==> src/verilog/y86_pkg.sv <==
`default_nettype none

package y86_pkg;

  // instruction codes, byte 0 high nibble
  localparam logic [3:0] I_HALT   = 4'h0;
  localparam logic [3:0] I_NOP    = 4'h1;
  localparam logic [3:0] I_RRMOVQ = 4'h2; // also cmovXX
  localparam logic [3:0] I_IRMOVQ = 4'h3;
  localparam logic [3:0] I_RMMOVQ = 4'h4;
  localparam logic [3:0] I_MRMOVQ = 4'h5;
  localparam logic [3:0] I_OPQ    = 4'h6;
  localparam logic [3:0] I_JXX    = 4'h7;
  localparam logic [3:0] I_CALL   = 4'h8;
  localparam logic [3:0] I_RET    = 4'h9;
  localparam logic [3:0] I_PUSHQ  = 4'ha;
  localparam logic [3:0] I_POPQ   = 4'hb;

  // alu functions for OPq
  localparam logic [3:0] F_ADD = 4'h0;
  localparam logic [3:0] F_SUB = 4'h1;
  localparam logic [3:0] F_AND = 4'h2;
  localparam logic [3:0] F_XOR = 4'h3;

  // condition functions for cmovXX and jXX
  localparam logic [3:0] C_YES = 4'h0;
  localparam logic [3:0] C_LE  = 4'h1;
  localparam logic [3:0] C_L   = 4'h2;
  localparam logic [3:0] C_E   = 4'h3;
  localparam logic [3:0] C_NE  = 4'h4;
  localparam logic [3:0] C_GE  = 4'h5;
  localparam logic [3:0] C_G   = 4'h6;

  // status, zero never used
  localparam logic [2:0] S_AOK = 3'd1;
  localparam logic [2:0] S_HLT = 3'd2;
  localparam logic [2:0] S_ADR = 3'd3;
  localparam logic [2:0] S_INS = 3'd4;

  localparam logic [3:0] R_RSP  = 4'h4;
  localparam logic [3:0] R_NONE = 4'hf;

  // host map, memory bytes start at 0
  localparam logic [15:0] A_CTRL     = 16'h1000;
  localparam logic [15:0] A_PC       = 16'h1004;
  localparam logic [15:0] A_REG_BASE = 16'h1100;

endpackage

`default_nettype wire

==> src/verilog/y86_fetch_pc.sv <==
`default_nettype none

module y86_fetch_pc
  import y86_pkg::*;
#(
  parameter int MEM_BYTES = 1024
)
(
  input  logic        clk,
  input  logic        reset,
  input  logic        step,
  input  logic        pc_load,
  input  logic [63:0] pc_wdata,
  input  logic [79:0] imem_bytes,
  input  logic        cnd,
  input  logic [63:0] valM,
  output logic [63:0] pc,
  output logic [3:0]  icode,
  output logic [3:0]  ifun,
  output logic [3:0]  rA,
  output logic [3:0]  rB,
  output logic [63:0] valC,
  output logic [63:0] valP,
  output logic        instr_valid,
  output logic        imem_error
);

  localparam logic [63:0] PC_MAX = 64'(MEM_BYTES - 10); // last pc with a full window

  logic need_regids;
  logic need_valc;
  logic [63:0] next_pc;

  assign icode = imem_bytes[7:4];
  assign ifun  = imem_bytes[3:0];

  assign need_regids = (icode == I_RRMOVQ) || (icode == I_IRMOVQ) || (icode == I_RMMOVQ) ||
                       (icode == I_MRMOVQ) || (icode == I_OPQ) || (icode == I_PUSHQ) ||
                       (icode == I_POPQ);
  assign need_valc = (icode == I_IRMOVQ) || (icode == I_RMMOVQ) || (icode == I_MRMOVQ) ||
                     (icode == I_JXX) || (icode == I_CALL);

  assign rA = need_regids ? imem_bytes[15:12] : R_NONE;
  assign rB = need_regids ? imem_bytes[11:8] : R_NONE;

  // constant follows the register byte when there is one
  assign valC = !need_valc ? 64'd0 : (need_regids ? imem_bytes[79:16] : imem_bytes[71:8]);
  assign valP = pc + 64'd1 + (need_regids ? 64'd1 : 64'd0) + (need_valc ? 64'd8 : 64'd0);

  always_comb
  begin
    case (icode)
      I_OPQ:            instr_valid = (ifun <= F_XOR);
      I_RRMOVQ, I_JXX:  instr_valid = (ifun <= C_G);
      default:          instr_valid = (icode <= I_POPQ) && (ifun == 4'h0);
    endcase
  end

  assign imem_error = (pc > PC_MAX);

  always_comb
  begin
    case (icode)
      I_CALL:  next_pc = valC;
      I_JXX:   next_pc = cnd ? valC : valP;
      I_RET:   next_pc = valM; // return address popped off the stack
      default: next_pc = valP;
    endcase
  end

  always_ff @(posedge clk)
  begin
    if (reset)
      pc <= 64'd0;
    else if (pc_load)
      pc <= pc_wdata;
    else if (step)
      pc <= next_pc;
  end

endmodule

`default_nettype wire

==> config.mk <==
export PLATFORM = sky130hd
export DESIGN_NAME = y86_fetch_pc
export DESIGN_NICKNAME = d
export VERILOG_FILES = /design/src/verilog/y86_pkg.sv /design/src/verilog/y86_fetch_pc.sv
export SDC_FILE = /design/constraint.sdc
export NUM_CORES = 1
export LEC_CHECK = 0
export BUFFER_PORTS_ARGS = -buffer_cell sky130_fd_sc_hd__buf_4
export CAP_MARGIN = 20
export CORE_AREA = 2 2 166 168
export CTS_CLUSTER_SIZE = 40
export DETAILED_ROUTE_END_ITERATION = 7
export DIE_AREA = 0 0 168 170
export GPL_TIMING_DRIVEN = 0
export MAX_ROUTING_LAYER = met4
export PLACE_DENSITY = 0.51
export SYNTH_ARGS = -nofsm -noshare
export SYNTH_HDL_FRONTEND = slang
export SYNTH_SLANG_ARGS = --single-unit
==> constraint.sdc <==
create_clock -name clk -period 7.8 [get_ports clk]
set_input_delay 0.39 -clock clk [delete_from_list [all_inputs] [get_ports clk]]
set_output_delay 0.39 -clock clk [all_outputs]
set_load 0.02 [all_outputs]
Word-level counts from Yosys, hierarchy flattened
Cells that the tools add are included.
{"block": "op_classes", "n_addsub": 3, "mul": 0, "div": 0, "n_lt_le_gt_ge": 4, "n_eq_ne": 10, "shift": 0, "muxes": 11, "bitwise_logic": 0, "n_reduce_logical": 14}
{"cell": "64-bit 2-to-1 mux", "count": 5}
{"cell": "64-bit case mux with 3 select lines", "count": 1}
{"cell": "64-bit by 1-bit adder with 64-bit output", "count": 1}
{"cell": "64-bit by 1-bit adder with 64-bit output (second input constant)", "count": 1}
{"cell": "64-bit by 4-bit adder with 64-bit output", "count": 1}
{"cell": "64-bit by 10-bit > comparator with 1-bit output (second input constant)", "count": 1}
{"cell": "4-bit by 3-bit equality test with 1-bit output (second input constant)", "count": 4}
{"cell": "4-bit equality test (second input constant)", "count": 4}
{"cell": "4-bit 2-to-1 mux", "count": 3}
{"cell": "1-bit logical OR", "count": 10}
{"cell": "4-bit by 2-bit equality test with 1-bit output (second input constant)", "count": 2}
{"cell": "4-bit by 2-bit <= comparator with 1-bit output (second input constant)", "count": 1}
{"cell": "4-bit by 3-bit <= comparator with 1-bit output (second input constant)", "count": 1}
{"cell": "4-bit <= comparator (second input constant)", "count": 1}
{"cell": "4-bit logical NOT", "count": 1}
{"cell": "1-bit case mux with 2 select lines", "count": 1}
{"cell": "2-bit nonzero test", "count": 1}
{"cell": "2-bit OR reduction", "count": 1}
{"cell": "1-bit logical AND", "count": 1}
{"cell": "1-bit 2-to-1 mux", "count": 1}
{"block": "word_totals", "regBits": 64, "latch_bits": 0, "ramBits": 0, "mem_bits_ro": 0, "input_bits": 213, "output_inout_bits": 210, "elab_cells": 43, "n_memories": 0}

Logic depth before layout (Yosys ltp)
{"block": "depth", "depth_word": 14, "depth_mapped": 16, "ltp_nobuf": 12}

Worst setup path after synthesis
OpenSTA, ideal clock, no wires.
{"block": "synth_path", "path_type": "input to output", "start": "input imem_bytes[5]", "end": "output valP[60]", "arrival_time_ns": 3.835, "t_required_ns": 7.410, "setup_slack_ns": 3.575, "path_stages": 15, "n_path_buf": 5, "cell_sequence": "buf_2 > nand2_1 > o22ai_1 > nor2_1 > clkbuf_1 > clkbuf_1 > clkbuf_1 > inv_1 > ha_1 > a31oi_1 > nor3_1 > clkbuf_1 > nand3_1 > nor4b_2 > xor2_1"}
{"block": "synth_between", "elab_chain_cells": 10, "elab_cells_between_ends": 23, "cone_classes": "add/sub: 2; eq/ne: 9; mux: 2; reduce/logical: 10"}
{"element": "start, declared", "line": "y86_fetch_pc.sv:14", "text": "input logic [79:0] imem_bytes,"}
{"element": "4-bit by 2-bit equality test with 1-bit output (on tied branches)", "line": "y86_fetch_pc.sv:37, y86_fetch_pc.sv:40"}
{"element": "1-bit logical OR (3 in series)", "line": "y86_fetch_pc.sv:37", "text": "assign need_regids = (icode == I_RRMOVQ) || (icode == I_IRMOVQ) || (icode == I_RMMOVQ) ||"}
{"element": "1-bit logical OR (3 in series)", "line": "y86_fetch_pc.sv:38", "text": "(icode == I_MRMOVQ) || (icode == I_OPQ) || (icode == I_PUSHQ) ||"}
{"element": "1-bit 2-to-1 mux", "line": "y86_fetch_pc.sv:48", "text": "assign valP = pc + 64'd1 + (need_regids ? 64'd1 : 64'd0) + (need_valc ? 64'd8 : 64'd0);"}
{"element": "64-bit by 1-bit adder with 64-bit output", "line": "y86_fetch_pc.sv:48"}
{"element": "64-bit by 4-bit adder with 64-bit output (*)", "line": "y86_fetch_pc.sv:48"}
{"element": "end, declared", "line": "y86_fetch_pc.sv:23", "text": "output logic [63:0] valP,"}
Every way passes the cells marked *; elsewhere a longest branch is shown, timed or not.

Worst setup path after layout
{"block": "layout_path", "start": "input imem_bytes[6]", "end": "output valP[60]"}
Same word-level chain as after synthesis.

==> run_results.csv <==
group,metric,value,unit
routing,num_vias,11300,
yosys,yosysTopAreaCell,"dfxtp_1",
sta,finalMaxSlewViolations,0,
critical_path,endpoint_kind,"output pin",
finish,final_layout_size_suffix_gt1_share,31.6,%
power_and_ir_drop,finalPower,1.55,mW
clock_network,hold_buffers,0,
routing,drtIter0Drc,1400,
routing,drt-total-wl,55.9,mm
power_and_ir_drop,total_leakage_power,4.94,nW
routing,drtAntennaViolNets,0,
critical_path,path_depth,17,
yosys,synth_area,7420,sq um
sta,fmax,153,MHz
floorplanning,die_area,28600,sq um
yosys,ys_seq_area_share,17.3,%
power_and_ir_drop,power_density,138,nW/um^2
critical_path,worst-path-buf-inv,8,
critical_path,reg2reg_depth,11,
floorplanning,start_util,27.8,%
floorplanning,fp.coreArea,26700,sq um
min_path,min_path_type,"input port to register",
finish,top_register,"pc",
yosys,postSynthNetCount,1315,
critical_path,cpPeakStageDelay,0.80,ns
finish,area_delta_synth_final,51.9,%
place,gp_congestion,0.999,
yosys,synth_flop_cell,"dfxtp_1",
critical_path,crit_type,"input port to output pin",
finish,nets,1748,
floorplanning,pin_count,423,
routing,wl_per_cell,29.8,microns
finish,biggestRegsByFlops,"pc: 64 flops",
critical_path,crit_fanout,10,
sta,setup_viol,0,
yosys,netlist_top_cells_count,"118 x nor2_1, 100 x nand2_1, 92 x a21oi_1",
clock_network,cts_made_buffers,9,
sta,finalCriticalPeriod,6.53,ns
clock_network,clkTransAtPathRegs,0.06,ns
run_status,status,"finished, final reports clean",
yosys,yosys_warnings,0,
global_route,antenna_found_initial,3,
global_route,grt_max_degree,12,
global_route,first_global_vias,10700,
finish,largest_reg_flops,64,
yosys,synthCells,1098,
floorplanning,rows,60,
sta,relSlewSlack,23.9,%
global_route,grt_util_all_layers,38.8,%
routing,via_per_inst,6.03,
floorplanning,die_h,170,microns
yosys,yosysMostFrequentCell,"nor2_1",
global_route,grt_first_pass_wirelength,77.5,mm
place,port_buffers,420,
routing,drc,0,
clock_network,clock_sinks,64,
clock_network,clk-insertion-delay-late,0.35,ns
yosys,syn_area_per_cell,6.76,sq um
sta,fin_tns_setup,0,ns
critical_path,critPathRequiredTime,7.41,ns
critical_path,cp-start-kind,"input port",
yosys,synth.distinct_cells,78,
critical_path,worst_ep_arrival_time,6.14,ns
place,place_ws,1.57,ns
sta,worst_pin_slew,1.13,ns
finish,multiInputGateArea,5610,sq um
sta,fin_crit_sh,83.7,%
yosys,ys_seq_elements,64,
floorplanning,fp.dieW,168,microns
critical_path,worstPathCellList,"buf_4 -> clkbuf_1 -> nand2b_1 -> o22ai_1 -> nor2_1 -> clkbuf_1 -> clkbuf_1 -> clkbuf_1 -> inv_1 -> ha_1 -> a31oi_1 -> nor3_1 -> clkbuf_1 -> nand3_1 -> nor4b_2 -> xor2_1 -> buf_4",
critical_path,cp_top_family,"buffers and inverters",
sta,hold_viol_final,0,
power_and_ir_drop,vdd_drop_max,0.0000692,V
yosys,synth-edff-count,0,
finish,num-fill-cells,2961,
sta,worst_slack,1.27,ns
sta,finClkSkew,0.00680,ns
place,dp_hpwl,45.7,mm
finish,seq_area,1280,sq um
clock_network,cts_setup_buffers,0,
clock_network,cts-root-buf,"clkbuf_16",
clock_network,htree_levels,3,
global_route,grt_overflow,0,
yosys,synth_area_leaders,"dfxtp_1 17%, a21oi_1 6.2%, mux2i_1 6.2%",
run,drv_cap,0,
yosys,async_reset_ff_share,0,%
clock_network,cts_buffer_depth,2,
routing,firstDrtPassIters,6,
yosys,netlist.area_leader.share,17.3,%
critical_path,slowest_stage,"nor4b_2",
clock_network,cts_tree,"done",
sta,rsz0062_at_grt,"false",
clock_network,cts_resized,0,
critical_path,path_common_cell,"clkbuf_1",
finish,utilization,42.3,%
min_path,worstHoldPathCells,2,
## stage by stage
| step | instances | instance area (sq um) | hold slack, ns |
|---|---|---|---|
| CTS | 1876 | 11300 | 0.299 |
| detailed placement | 1861 | 11000 | 0.520 |
| global route | 1879 | 11300 | 0.299 |
| global placement | 1859 | 11000 | 0.516 |
| floorplan | 1098 | 7420 | 0.542 |
| finish | 1879 | 11300 | 0.303 |
## path summary, 6_finish.rpt
kind                       from       end  slack [ns]
setup reg to reg          pc[0]    pc[60]        3.99
hold / removal     pc_wdata[13]    pc[13]        0.30
setup / recovery  imem_bytes[6]  valP[60]        1.27
hold reg to reg           pc[3]     pc[3]        0.54
## final cells by class
class	instances	share of cell area, %
antenna	3	0.0666
clock inverter	5	0.222
sequential	64	11.4
timing repair buffer	422	28.1
multi-input combinational	906	49.7
inverter	18	0.599
buffer	110	4.13
tap	341	3.79
clock buffer	10	2.03
## power breakdown
| part | internal [mW] | switching, mW | total [mW] |
|---|---|---|---|
| logic | 0.297 | 0.465 | 0.761 |
| registers | 0.356 | 0.0539 | 0.410 |
| clock network | 0.211 | 0.171 | 0.382 |
## layer usage
| metal | up-vias | wire (microns) | global-route usage [%] |
|---|---|---|---|
| li1 | 4992 | - | - |
| met1 | 5545 | 23200 | 49.2 |
| met2 | 688 | 26000 | 62.7 |
| met3 | 107 | 4370 | 4.95 |
| met4 | 0 | 2410 | 15.2 |
| met5 | - | 0 | - |
## cells in the final DEF, fill, tap and decap left out, types with 5 or more instances in the layout
cell | Yosys | routed
a221o_1 | 7 | 7
o221a_2 | 6 | 6
nor4_1 | 42 | 42
a221oi_1 | 17 | 17
buf_4 | 9 | 429
a31oi_1 | 6 | 6
clkbuf_16 | 0 | 9
or3_1 | 17 | 17
nor3b_1 | 5 | 5
and2_1 | 5 | 5
o21ai_0 | 71 | 71
o22ai_1 | 12 | 12
inv_1 | 14 | 14
dfxtp_1 | 64 | 64
o32ai_1 | 5 | 5
and3_1 | 16 | 16
a211oi_1 | 12 | 12
nand2_1 | 100 | 100
o21bai_1 | 5 | 5
a21oi_1 | 92 | 92
buf_2 | 13 | 15
clkinv_2 | 0 | 5
o21a_1 | 19 | 19
xor2_1 | 31 | 31
o221ai_1 | 11 | 11
buf_1 | 7 | 7
nand3_1 | 38 | 38
clkbuf_1 | 79 | 80
o2111ai_1 | 6 | 6
xnor2_1 | 30 | 30
nor2_1 | 118 | 118
nor3_1 | 43 | 43
nand2b_1 | 20 | 20
nand4_1 | 29 | 29
o31ai_1 | 7 | 7
mux2i_1 | 46 | 46
and4_1 | 9 | 9
## cells by family (layout without fill, tap and decap cells)
family	count (synthesis)	in the layout	synth area share, %
AOI/OAI and AO/OA	326	326	29.2
xor gates and xnor gates	62	62	7.42
adders and majority gates	4	4	0.675
buffers and inverters	128	565	7.18
DFF	64	64	17.3
muxes	46	46	6.21
other	0	3	0
and+or+nand+nor	468	468	32.0
No activity file was read; power rests on OpenSTA's default activity.
