## src/verilog/y86_pkg.sv

```systemverilog
`default_nettype none

package y86_pkg;

  // instruction codes, byte 0 high nibble
  localparam logic [3:0] I_HALT   = 4'h0;
  localparam logic [3:0] I_NOP    = 4'h1;
  localparam logic [3:0] I_RRMOVQ = 4'h2; // also cmovXX
  localparam logic [3:0] I_IRMOVQ = 4'h3;
  localparam logic [3:0] I_RMMOVQ = 4'h4;
  localparam logic [3:0] I_MRMOVQ = 4'h5;
  localparam logic [3:0] I_OPQ    = 4'h6;
  localparam logic [3:0] I_JXX    = 4'h7;
  localparam logic [3:0] I_CALL   = 4'h8;
  localparam logic [3:0] I_RET    = 4'h9;
  localparam logic [3:0] I_PUSHQ  = 4'ha;
  localparam logic [3:0] I_POPQ   = 4'hb;

  // alu functions for OPq
  localparam logic [3:0] F_ADD = 4'h0;
  localparam logic [3:0] F_SUB = 4'h1;
  localparam logic [3:0] F_AND = 4'h2;
  localparam logic [3:0] F_XOR = 4'h3;

  // condition functions for cmovXX and jXX
  localparam logic [3:0] C_YES = 4'h0;
  localparam logic [3:0] C_LE  = 4'h1;
  localparam logic [3:0] C_L   = 4'h2;
  localparam logic [3:0] C_E   = 4'h3;
  localparam logic [3:0] C_NE  = 4'h4;
  localparam logic [3:0] C_GE  = 4'h5;
  localparam logic [3:0] C_G   = 4'h6;

  // status, zero never used
  localparam logic [2:0] S_AOK = 3'd1;
  localparam logic [2:0] S_HLT = 3'd2;
  localparam logic [2:0] S_ADR = 3'd3;
  localparam logic [2:0] S_INS = 3'd4;

  localparam logic [3:0] R_RSP  = 4'h4;
  localparam logic [3:0] R_NONE = 4'hf;

  // host map, memory bytes start at 0
  localparam logic [15:0] A_CTRL     = 16'h1000;
  localparam logic [15:0] A_PC       = 16'h1004;
  localparam logic [15:0] A_REG_BASE = 16'h1100;

endpackage

`default_nettype wire

```

## src/verilog/y86_execute.sv

```systemverilog
`default_nettype none

module y86_execute
  import y86_pkg::*;
(
  input  logic        clk,
  input  logic        reset,
  input  logic        step,
  input  logic [3:0]  icode,
  input  logic [3:0]  ifun,
  input  logic [63:0] valA,
  input  logic [63:0] valB,
  input  logic [63:0] valC,
  output logic [63:0] valE,
  output logic        cnd
);

  logic [63:0] alu_a;
  logic [63:0] alu_b;
  logic [3:0]  alu_fun;
  logic        ovf;
  logic        zf;
  logic        sf;
  logic        of;
  logic        lt;

  // operand select, result is alu_b op alu_a
  always_comb
  begin
    alu_a   = 64'd0;
    alu_b   = 64'd0;
    alu_fun = F_ADD;
    case (icode)
      I_RRMOVQ:         alu_a = valA;
      I_IRMOVQ:         alu_a = valC;
      I_RMMOVQ, I_MRMOVQ:
      begin
        alu_a = valC; // displacement
        alu_b = valB;
      end
      I_OPQ:
      begin
        alu_a   = valA;
        alu_b   = valB;
        alu_fun = ifun;
      end
      I_CALL, I_PUSHQ:
      begin
        alu_a   = 64'd8;
        alu_b   = valB;
        alu_fun = F_SUB;
      end
      I_RET, I_POPQ:
      begin
        alu_a = 64'd8;
        alu_b = valB;
      end
      default: ;
    endcase
  end

  always_comb
  begin
    case (alu_fun)
      F_SUB:   valE = alu_b - alu_a;
      F_AND:   valE = alu_b & alu_a;
      F_XOR:   valE = alu_b ^ alu_a;
      default: valE = alu_b + alu_a;
    endcase
  end

  // signed overflow, only add and sub can set it
  assign ovf = (alu_fun == F_ADD) ? (alu_a[63] == alu_b[63]) && (valE[63] != alu_b[63]) :
               (alu_fun == F_SUB) ? (alu_a[63] != alu_b[63]) && (valE[63] != alu_b[63]) :
               1'b0;

  always_ff @(posedge clk)
  begin
    if (reset)
    begin
      zf <= 1'b1;
      sf <= 1'b0;
      of <= 1'b0;
    end
    else if (step && icode == I_OPQ)
    begin
      zf <= (valE == 64'd0);
      sf <= valE[63];
      of <= ovf;
    end
  end

  assign lt = sf ^ of;

  always_comb
  begin
    cnd = 1'b0;
    if (icode == I_RRMOVQ || icode == I_JXX)
    begin
      case (ifun)
        C_YES:   cnd = 1'b1;
        C_LE:    cnd = lt | zf;
        C_L:     cnd = lt;
        C_E:     cnd = zf;
        C_NE:    cnd = !zf;
        C_GE:    cnd = !lt;
        C_G:     cnd = !lt && !zf;
        default: cnd = 1'b0;
      endcase
    end
  end

endmodule

`default_nettype wire

```

## config.mk

```make
export PLATFORM = sky130hd
export DESIGN_NAME = y86_execute
export DESIGN_NICKNAME = d
export VERILOG_FILES = /design/src/verilog/y86_pkg.sv /design/src/verilog/y86_execute.sv
export SDC_FILE = /design/constraint.sdc
export NUM_CORES = 1
export LEC_CHECK = 0
export ABC_CLOCK_PERIOD_IN_PS = 10650
export BUFFER_PORTS_ARGS = -buffer_cell sky130_fd_sc_hd__buf_2
export CORE_MARGIN = 2
export CORE_UTILIZATION = 60
export DETAILED_ROUTE_END_ITERATION = 6
export PLACE_DENSITY_LB_ADDON = 0.12
export SKIP_CTS_REPAIR_TIMING = 1
export SLEW_MARGIN = 40
export SYNTH_ARGS = -nofsm -noshare
export SYNTH_HDL_FRONTEND = slang
export SYNTH_SLANG_ARGS = --single-unit
```

## constraint.sdc

```tcl
create_clock -name clk -period 10.65 [get_ports clk]
set_input_delay 1.5975 -clock clk [delete_from_list [all_inputs] [get_ports clk]]
set_output_delay 1.5975 -clock clk [all_outputs]
set_load 0.1 [all_outputs]
```

# Word level (Yosys, flattened, before mapping)
# Index checks and enable logic that the tools add are counted.
[totals] elab_cells=54 ff_bits=3 out_inout_bits=65
[op_classes] reduce_logical=15 eq_ne=22 mux=8 bitwise=4 add_sub_neg=2
[op_table] cell="$pmux W64 S3" count=2
[op_table] cell="$add A64 B64 Y64" count=1
[op_table] cell="$and A64 B64 Y64" count=1
[op_table] cell="$logic_not A64 Y1" count=1
[op_table] cell="$mux W64" count=1
[op_table] cell="$sub A64 B64 Y64" count=1
[op_table] cell="$xor A64 B64 Y64" count=1
[op_table] cell="$eq A4 B3 Y1 const B" count=7
[op_table] cell="$eq A4 B2 Y1 const B" count=6
[op_table] cell="$eq A4 B4 Y1 const B" count=4
[op_table] cell="$eq A4 B1 Y1 const B" count=2
[op_table] cell="$logic_not A4 Y1" count=2
[op_table] cell="$pmux W4 S2" count=1
[op_table] cell="$pmux W1 S7" count=1
[op_table] cell="$reduce_or A7 Y1" count=1
[op_table] cell="$logic_and A1 B1 Y1" count=4
[op_table] cell="$reduce_or A2 Y1" count=2
[op_table] cell="$reduce_or A4 Y1" count=1
[op_table] cell="$mux W1" count=3
[op_table] cell="$reduce_or A3 Y1" count=1
[op_table] cell="$logic_not A1 Y1" count=2
[op_table] cell="$ne A1 B1 Y1" count=2
[op_table] cell="$eq A1 B1 Y1" count=1
[op_table] cell="$logic_or A1 B1 Y1" count=1
[op_table] cell="other kinds (2)" count=2

# Longest topological paths before layout
# Gate-level depths: netlist of the first run.
[depth] depth_word=9 mapped_depth=28

# Least setup slack after synthesis of the first run
# No wires, ideal clock.
[synth_path] kind="input port to output port" startpoint="in icode[3]" endpoint="out valE[62]" arrival_time_ns=8.841 required_ns=9.053 path_buffers=9 path_slack_ns=0.212 cell_stages=24 path_cell_list="buf_2 -> buf_4 -> buf_2 -> nand4b_2 -> a21o_1 -> buf_4 -> clkbuf_1 -> clkbuf_1 -> buf_4 -> a21oi_1 -> clkbuf_1 -> nor2_1 -> xnor2_1 -> ha_1 -> clkbuf_1 -> nand2_1 -> or4_1 -> nor3_1 -> o21ai_0 -> a21oi_1 -> o21bai_1 -> a211o_1 -> and3_1 -> a211oi_1"
[synth_via] elab_chain_len=5
[synth_rtl] element="start, declared" line="y86_execute.sv:9" source="input logic [3:0] icode,"
[synth_rtl] element="$eq A4 B4 Y1, or another cell as far along" line="y86_execute.sv:33" source="case (icode)"
[synth_rtl] element="$reduce_or A4 Y1 (no source line), or another cell as far along"
[synth_rtl] element="$pmux W64 S3, or another cell as far along" line="y86_execute.sv:33"
[synth_rtl] element="$add A64 B64 Y64, or another cell as far along" line="y86_execute.sv:68" source="default: valE = alu_b + alu_a;"
[synth_rtl] element="$pmux W64 S3 *" line="y86_execute.sv:64" source="case (alu_fun)"
[synth_rtl] element="end, declared" line="y86_execute.sv:14" source="output logic [63:0] valE,"
# Every way passes the cells marked *; elsewhere a longest branch is shown, timed or not.

# Final worst setup path of the first run
[layout_path] startpoint="in icode[1]" endpoint="out valE[62]"
# Same word-level chain as after synthesis.

==> results of run 1 <==
[kinds of logic (layout without fill, tap and decap cells)]
group / count (synthesis) / count (layout) / share of synthesized area [%]
simple gates: 669 / 669 / 33.2
flops: 3 / 3 / 0.562
buf+inv: 148 / 335 / 7.20
compound gates: 535 / 535 / 33.0
xor+xnor: 108 / 108 / 8.99
fa+ha+maj: 127 / 127 / 14.9
mux: 23 / 23 / 2.15
[registers in the layout (all words and copies together) (netlist names)]
name and flops:
of 1, zf 1, sf 1
[cell type report]
class	count	share of cell area, %
Inverter	35	1.08
Sequential cell	3	0.494
Multi-Input combinational cell	1462	82.3
Tap cell	225	2.32
Timing Repair Buffer	296	13.1
Clock buffer	4	0.649
[worst reg2reg max path: stages (launching register included)]
cell	delay, ns
dfxtp_1	0.33
a21oi_1	0.14
o31ai_1	0.09
[metrics by stage]
stage	hold slack, ns	area [µm²]
floorplan	0.470	10700
detailed placement	0.520	12000
global route	0.559	12100
CTS	0.532	12100
finish	0.538	12100
global placement	0.502	12000
[layer usage]
layer | up-vias | global-route usage, % | part of all wire, %
li1 | 6389 | - | -
met1 | 6232 | 61.1 | 41
met2 | 960 | 68.0 | 43
met3 | 101 | 6.14 | 12
met4 | 0 | 11.1 | 3.3
met5 | - | 0 | 0
[cells in the final DEF (no fill, tap or decap), types with 9 or more instances in the layout]
master	instances
nand3_1	26
buf_2	265
o21ai_0	81
and2_1	72
nor3_1	41
nor4_1	22
inv_1	35
nand4_1	23
buf_4	28
ha_1	126
xnor2_1	60
and3_1	20
a311oi_2	15
a22o_1	9
nor2_1	101
or3_1	19
a21o_1	39
o21bai_1	14
a221oi_1	25
xor2_1	47
o211ai_1	9
a311oi_1	34
nand2b_1	59
a31oi_1	12
a211oi_1	19
nand2_1	187
a21oi_1	189
o31ai_1	10
nand3b_1	42
a22oi_1	9
mux2i_1	23
nor2b_1	13
[power by group through the flow]
stage / combinational (mW) / sequential, mW / clock (mW)
after global placement: 1.26 / 0.0118 / 0
after global routing: 1.37 / 0.0117 / 0.0620
after floorplan: 1.01 / 0.0118 / 0
final: 1.31 / 0.0117 / 0.0605
after detailed placement: 1.27 / 0.0118 / 0
after CTS: 1.28 / 0.0116 / 0.0606
[worst max-delay path by stage]
stage                          end  depth (start not counted)  slack (ns)      from
after floorplan           valE[62]                         24        0.21  icode[3]
after global placement    valE[62]                         21        1.03  icode[1]
after global routing      valE[62]                         21        0.16  icode[1]
after CTS                 valE[62]                         21        0.86  icode[1]
final                     valE[62]                         21        0.59  icode[1]
after detailed placement  valE[62]                         21        0.88  icode[1]
==> qor.csv, run 1 <==
stage,metric,value,unit
pwr,Seq pwr share,0.8,%
cts,clk buf depth,2,
min_path,Worst Min Path Start,of,
grt,initial antenna violation count,0,
outcome,outcome,"finished, final reports clean",
detailed_routing,number of vias per cell,6.76,
min_path,min-delay worst type,reg2reg,
final_layout,filler cell count,1606,
timing,"Hold Vio Cnt, Final",0,
synth,list of most frequent post-synthesis cells,"191 x a21oi_1, 188 x nand2_1, 126 x ha_1",
floorplan,Core Box Area,0.0174,mm²
cts,Inserted Clock Buffers,3,
setup_path,critical path type,in2out,
floorplan,# IOs,268,
detailed_routing,DRT Wirelength,42700,µm
min_path,WHS Path Cells,2,
pwr,Combinational Power Share,94.8,%
cts,Skew-Pair Late Insertion Delay,0.22,ns
timing,clk_skew,0,ns
setup_path,R2R Setup Slk,9.96,ns
detailed_routing,vias after detailed routing,13700,
pwr,Clk pwr share,4.4,%
flow_run,Max Cap Viol,0,
synth,sequential share of the synthesized area,0.562,%
detailed_routing,routed wire length per instance,21.1,µm
setup_path,"Buf+Inv Stages, Crit Path",3,
synth,Post-synth EDFFs,0,
final_layout,fin cells,2025,
pwr,Pint,0.384,mW
detailed_routing,DRT iter0 DRCs,1738,
setup_path,Reg2Reg Capture Point,zf,
setup_path,slowest stage cell on the critical path,nor4_1,
grt,Congestion Overflow GR,0,
synth,synthesized instance count,1613,
floorplan,Initial Util,61.6,%
setup_path,CP max stage delay,0.59,ns
cts,Clock Sink Count,3,
placement,pre-CTS setup slack,0.882,ns
pwr,LEAKAGE,5.69,nW
pwr,NetSw,0.994,mW
timing,slew margin rel.,44.7,%
synth,Synth area leaders,"ha_1 15%, a21oi_1 8.9%, nand2_1 6.6%",
pwr,PwrDens,113,mW/mm²
setup_path,Crit path max-delay family,simple AND/OR/NAND/NOR gates,
setup_path,R2R Path Start,zf,
final_layout,share of layout cells above drive strength 1,19.9,%
placement,HPWL after detailed placement,34400,µm
final_layout,final design utilization,70.0,%
timing,Final setup viols,0,
synth,post-synth top area share,14.7,%
floorplan,Die Footprint,0.0189,mm²
synth,Post-Syn Area,0.0107,mm²
timing,setup ws final,0.590,ns
timing,Setup TNS Final,0,ns
final_layout,NumNets Final,2131,
cts,clock-pin slew on the worst setup and hold paths,0.03,ns
final_layout,Register Area,60.1,µm²
setup_path,Critical Path Fanout Max,74,
pwr,worst vdd ir,0.000172,V
timing,unrepaired setup endpoints after global routing,false,
detailed_routing,"antenna viol nets, final",0,
timing,Least-Margin Pin Slew,0.822,ns
grt,first-pass GRT wire length,63900,µm
pwr,Sw Share,72.1,%
detailed_routing,Residual DRC,0,
setup_path,critical path cell sequence,buf_4 -> a311oi_1 -> a2111oi_2 -> nor4b_2 -> and3b_2 -> nand3_1 -> nor2_1 -> inv_1 -> o21ai_0 -> xor2_1 -> ha_1 -> nand4_1 -> nor4_1 -> a21o_1 -> a31oi_1 -> nor3_1 -> o21bai_1 -> a211o_1 -> and3_1 -> a211oi_1 -> buf_12,
cts,H-tree levels,1,
floorplan,FP Rows,48,
placement,Placer Congestion,1.08,
placement,Cell Count Post-Placement,2021,
synth,Yosys top cell by area,ha_1,
timing,max-slew violation count,0,
cts,CTS tree,built,
timing,period utilization,94.5,%
final_layout,area added between synthesis and finish,13.6,%
setup_path,Reg2Reg Depth,2,
synth,Mean Syn Cell Area,6.63,µm²
final_layout,footprint of the multi-input gates,0.0100,mm²
synth,Synth Register Bits,3,
timing,post-layout minimum cycle time,10.06,ns
pwr,Design Power,1.38,mW
cts,root buffer cell,clkbuf_16,
placement,port bufs,267,
setup_path,WP data arrival,8.46,ns
grt,largest net degree at the start of global routing,75,
synth,commonest register cell after synthesis,dfxtp_1,
setup_path,Crit. End Element,output port,
setup_path,WP data required,9.05,ns
detailed_routing,drt pass-1 iters,6,
floorplan,die height,137,µm
timing,fmax,99.4,MHz
grt,vias in the first global route,11800,
synth,"Distinct cells, synth",86,
grt,GRT Total Usage,43.1,%
min_path,hold endpoint,of,
synth,most common cell in the netlist,a21oi_1,
synth,Synth Net Count,1943,
synth,ys async rst share,0,%
setup_path,Worst setup SP type,primary input,
final_layout,ant diodes,0,
floorplan,die width,137,µm
synth,yosys warns,0,
Note: power is estimated with default switching activity, not from simulation.
==> inputs of run 2 (changes only) <==
Settings changed: ABC_CLOCK_PERIOD_IN_PS 10650 to 9900, CELL_PAD_IN_SITES_DETAIL_PLACEMENT from default to 0, CELL_PAD_IN_SITES_GLOBAL_PLACEMENT from default to 1, CORE_UTILIZATION 60 to 39.
Clock period 10.65 ns to 9.9 ns, I/O delays scaled along.
==> run 2 against run 1 <==
Net effect:
- sequential share of layout area barely moved
- non-clock buffer count grew 17
- count of clock-buffer cells in the layout did not move
- via count decreased by 2.0%
- final area grew 4.5%
- worst hold slack got worse by 0.017 ns
- critical endpoint is now valE[61]
- combinational power increased by 14%
- setup slack better by 0.094 ns
- flip-flop and latch count unchanged
==> qor.csv, run 2 (same netlist as run 1, synthesis figures left out) <==
stage,metric,value,unit,change
cts,CTS tree,built,,
timing,clk_skew,0,ns,unchanged
min_path,WHS Path Cells,2,,unchanged
timing,"Hold Vio Cnt, Final",0,,unchanged
final_layout,biggest regs,"of (1), sf (1), zf (1)",,
grt,GRT Total Usage,31.1,%,-12 points
pwr,LEAKAGE,5.86,nW,+3.0%
detailed_routing,Residual DRC,0,,unchanged
detailed_routing,number of vias per cell,6.21,,-8.0%
floorplan,die width,170,µm,+23%
detailed_routing,DRT iter0 DRCs,1336,,-23%
floorplan,Core Box Area,0.0270,mm²,+55%
setup_path,R2R Setup Slk,9.22,ns,-0.74 ns
grt,largest net degree at the start of global routing,76,,+1.3%
pwr,worst vdd ir,0.000122,V,-29%
grt,vias in the first global route,12200,,+3.3%
cts,clk buf depth,2,,unchanged
min_path,min-delay worst type,reg2reg,,
timing,post-layout minimum cycle time,9.22,ns,
grt,first-pass GRT wire length,70800,µm,+11%
final_layout,"commonest non-fill, non-tap cell in the layout",buf_2,,
setup_path,Crit. End Element,output port,,
outcome,outcome,"finished, final reports clean",,
setup_path,Worst setup SP type,primary input,,
cts,Inserted Clock Buffers,3,,unchanged
detailed_routing,DRT Wirelength,47100,µm,+10%
cts,root buffer cell,clkbuf_16,,
detailed_routing,drt pass-1 iters,6,,unchanged
timing,Setup TNS Final,0,ns,unchanged
min_path,hold endpoint,of,,
setup_path,WP data arrival,7.73,ns,-0.73 ns
setup_path,Reg2Reg Capture Point,zf,,
cts,Clock Sink Count,3,,unchanged
pwr,PwrDens,123,mW/mm²,+8.8%
setup_path,R2R Path Start,zf,,
min_path,Worst Min Path Start,of,,
placement,port bufs,267,,unchanged
floorplan,# IOs,268,,unchanged
final_layout,ant diodes,0,,unchanged
floorplan,Initial Util,39.7,%,-22 points
detailed_routing,routed wire length per instance,21.8,µm,+3.6%
cts,H-tree levels,1,,unchanged
final_layout,cell area after layout,0.0127,mm²,+4.5%
setup_path,Critical Path Fanout Max,47,,-36%
final_layout,"commonest non-fill, non-tap cells in the layout","247 x buf_2, 188 x a21oi_1, 187 x nand2_1",,
cts,clock-pin slew on the worst setup and hold paths,0.03,ns,about the same
floorplan,die height,170,µm,+23%
grt,Congestion Overflow GR,0,,unchanged
final_layout,NumNets Final,2148,,+0.80%
setup_path,critical path type,in2out,,
detailed_routing,vias after detailed routing,13400,,-2.0%
floorplan,Die Footprint,0.0288,mm²,+52%
placement,HPWL after detailed placement,38400,µm,+11%
timing,unrepaired setup endpoints after global routing,false,,
setup_path,Reg2Reg Depth,2,,unchanged
final_layout,share of layout cells above drive strength 1,20.7,%,+0.80 points
timing,fmax,109,MHz,
flow_run,Max Cap Viol,0,,unchanged
timing,period utilization,93.1,%,
detailed_routing,"antenna viol nets, final",0,,unchanged
final_layout,filler cell count,2837,,+77%
final_layout,area added between synthesis and finish,18.7,%,
floorplan,FP Rows,60,,+25%
timing,slew margin rel.,36.2,%,-8.5 points
setup_path,WP data required,8.42,ns,-0.63 ns
placement,placed instance area,0.0126,mm²,+4.7%
cts,Skew-Pair Late Insertion Delay,0.23,ns,about the same
grt,initial antenna violation count,0,,unchanged
timing,Final setup viols,0,,unchanged
timing,max-slew violation count,0,,unchanged
placement,Placer Congestion,0.988,,-8.6%
timing,Least-Margin Pin Slew,0.950,ns,+0.128 ns
-- run 2: cell types whose count changed in the layout (fill, tap and decap cells not counted), sizes merged --
cell / previous run / this run
buf: 296 / 313
-- run 2: routing by layer --
layer | global-route usage (%) | share of wire [%] | vias up
met4 | 5.69 | 1.9 | 0
met3 | 3.80 | 8.7 | 45
met5 | 0 | 0 | -
met1 | 45.6 | 46 | 6282
li1 | - | - | 6404
met2 | 48.7 | 43 | 678
-- run 2: per-stage QoR --
stage,std cells,power [mW],setup slack [ns],util (%),hold slack (ns)
finish,2158,1.57,0.684,47.1,0.521
global route,2158,1.65,0.273,47.1,0.541
CTS,2158,1.55,0.891,46.9,0.519
detailed placement,2154,1.48,0.898,46.7,0.511
global placement,2154,1.48,0.887,46.4,0.499
floorplan,1613,1.10,0.306,-,0.470
-- run 2: power by group --
| part | internal (mW) | total (mW) | leakage (nW) | switching [mW] |
|---|---|---|---|---|
| sequential | 0.0124 | 0.0125 | 0.0243 | 0.000173 |
| combinational | 0.407 | 1.49 | 5.80 | 1.08 |
| clock | 0.0534 | 0.0668 | 0.0382 | 0.0134 |
| total | 0.472 | 1.57 | 5.86 | 1.09 |
-- run 2: worst max path at each step --
stage / cells past startpoint / slack [ns] / startpoint / end
after CTS: 25 / 0.89 / icode[1] / valE[62]
after floorplan: 22 / 0.31 / icode[3] / valE[34]
after global placement: 25 / 0.89 / icode[0] / valE[61]
final: 25 / 0.68 / icode[3] / valE[61]
after detailed placement: 25 / 0.90 / icode[0] / valE[61]
after global routing: 25 / 0.27 / icode[1] / valE[62]
-- run 2: final cells by class --
type                       instances  area, µm²  area share [%]
multi-input combinational       1462      10000            78.9
timing repair buffer             313       1980            15.6
tap                              341        427            3.36
inverter                          35        131            1.04
clock buffer                       4       78.8           0.621
sequential                         3       60.1           0.473
-- run 2: critical path: stages --
cell and delay (ns):
buf_2 0.32, buf_4 0.55, a311oi_1 0.12, buf_4 0.22, nor4_1 0.58, nand2b_1 0.23, nor4_2 0.41, buf_4 0.22
and2_1 0.37, nand2_1 0.09, o21ai_0 0.21, xor2_1 0.33, ha_1 0.39, a21oi_1 0.27, o21bai_1 0.09, a21o_1 0.21
a21o_1 0.18, a21o_1 0.17, a21o_1 0.17, a221oi_1 0.24, o31ai_1 0.13, xor2_1 0.15, nand2_1 0.14, o21ai_0 0.19
buf_12 0.24
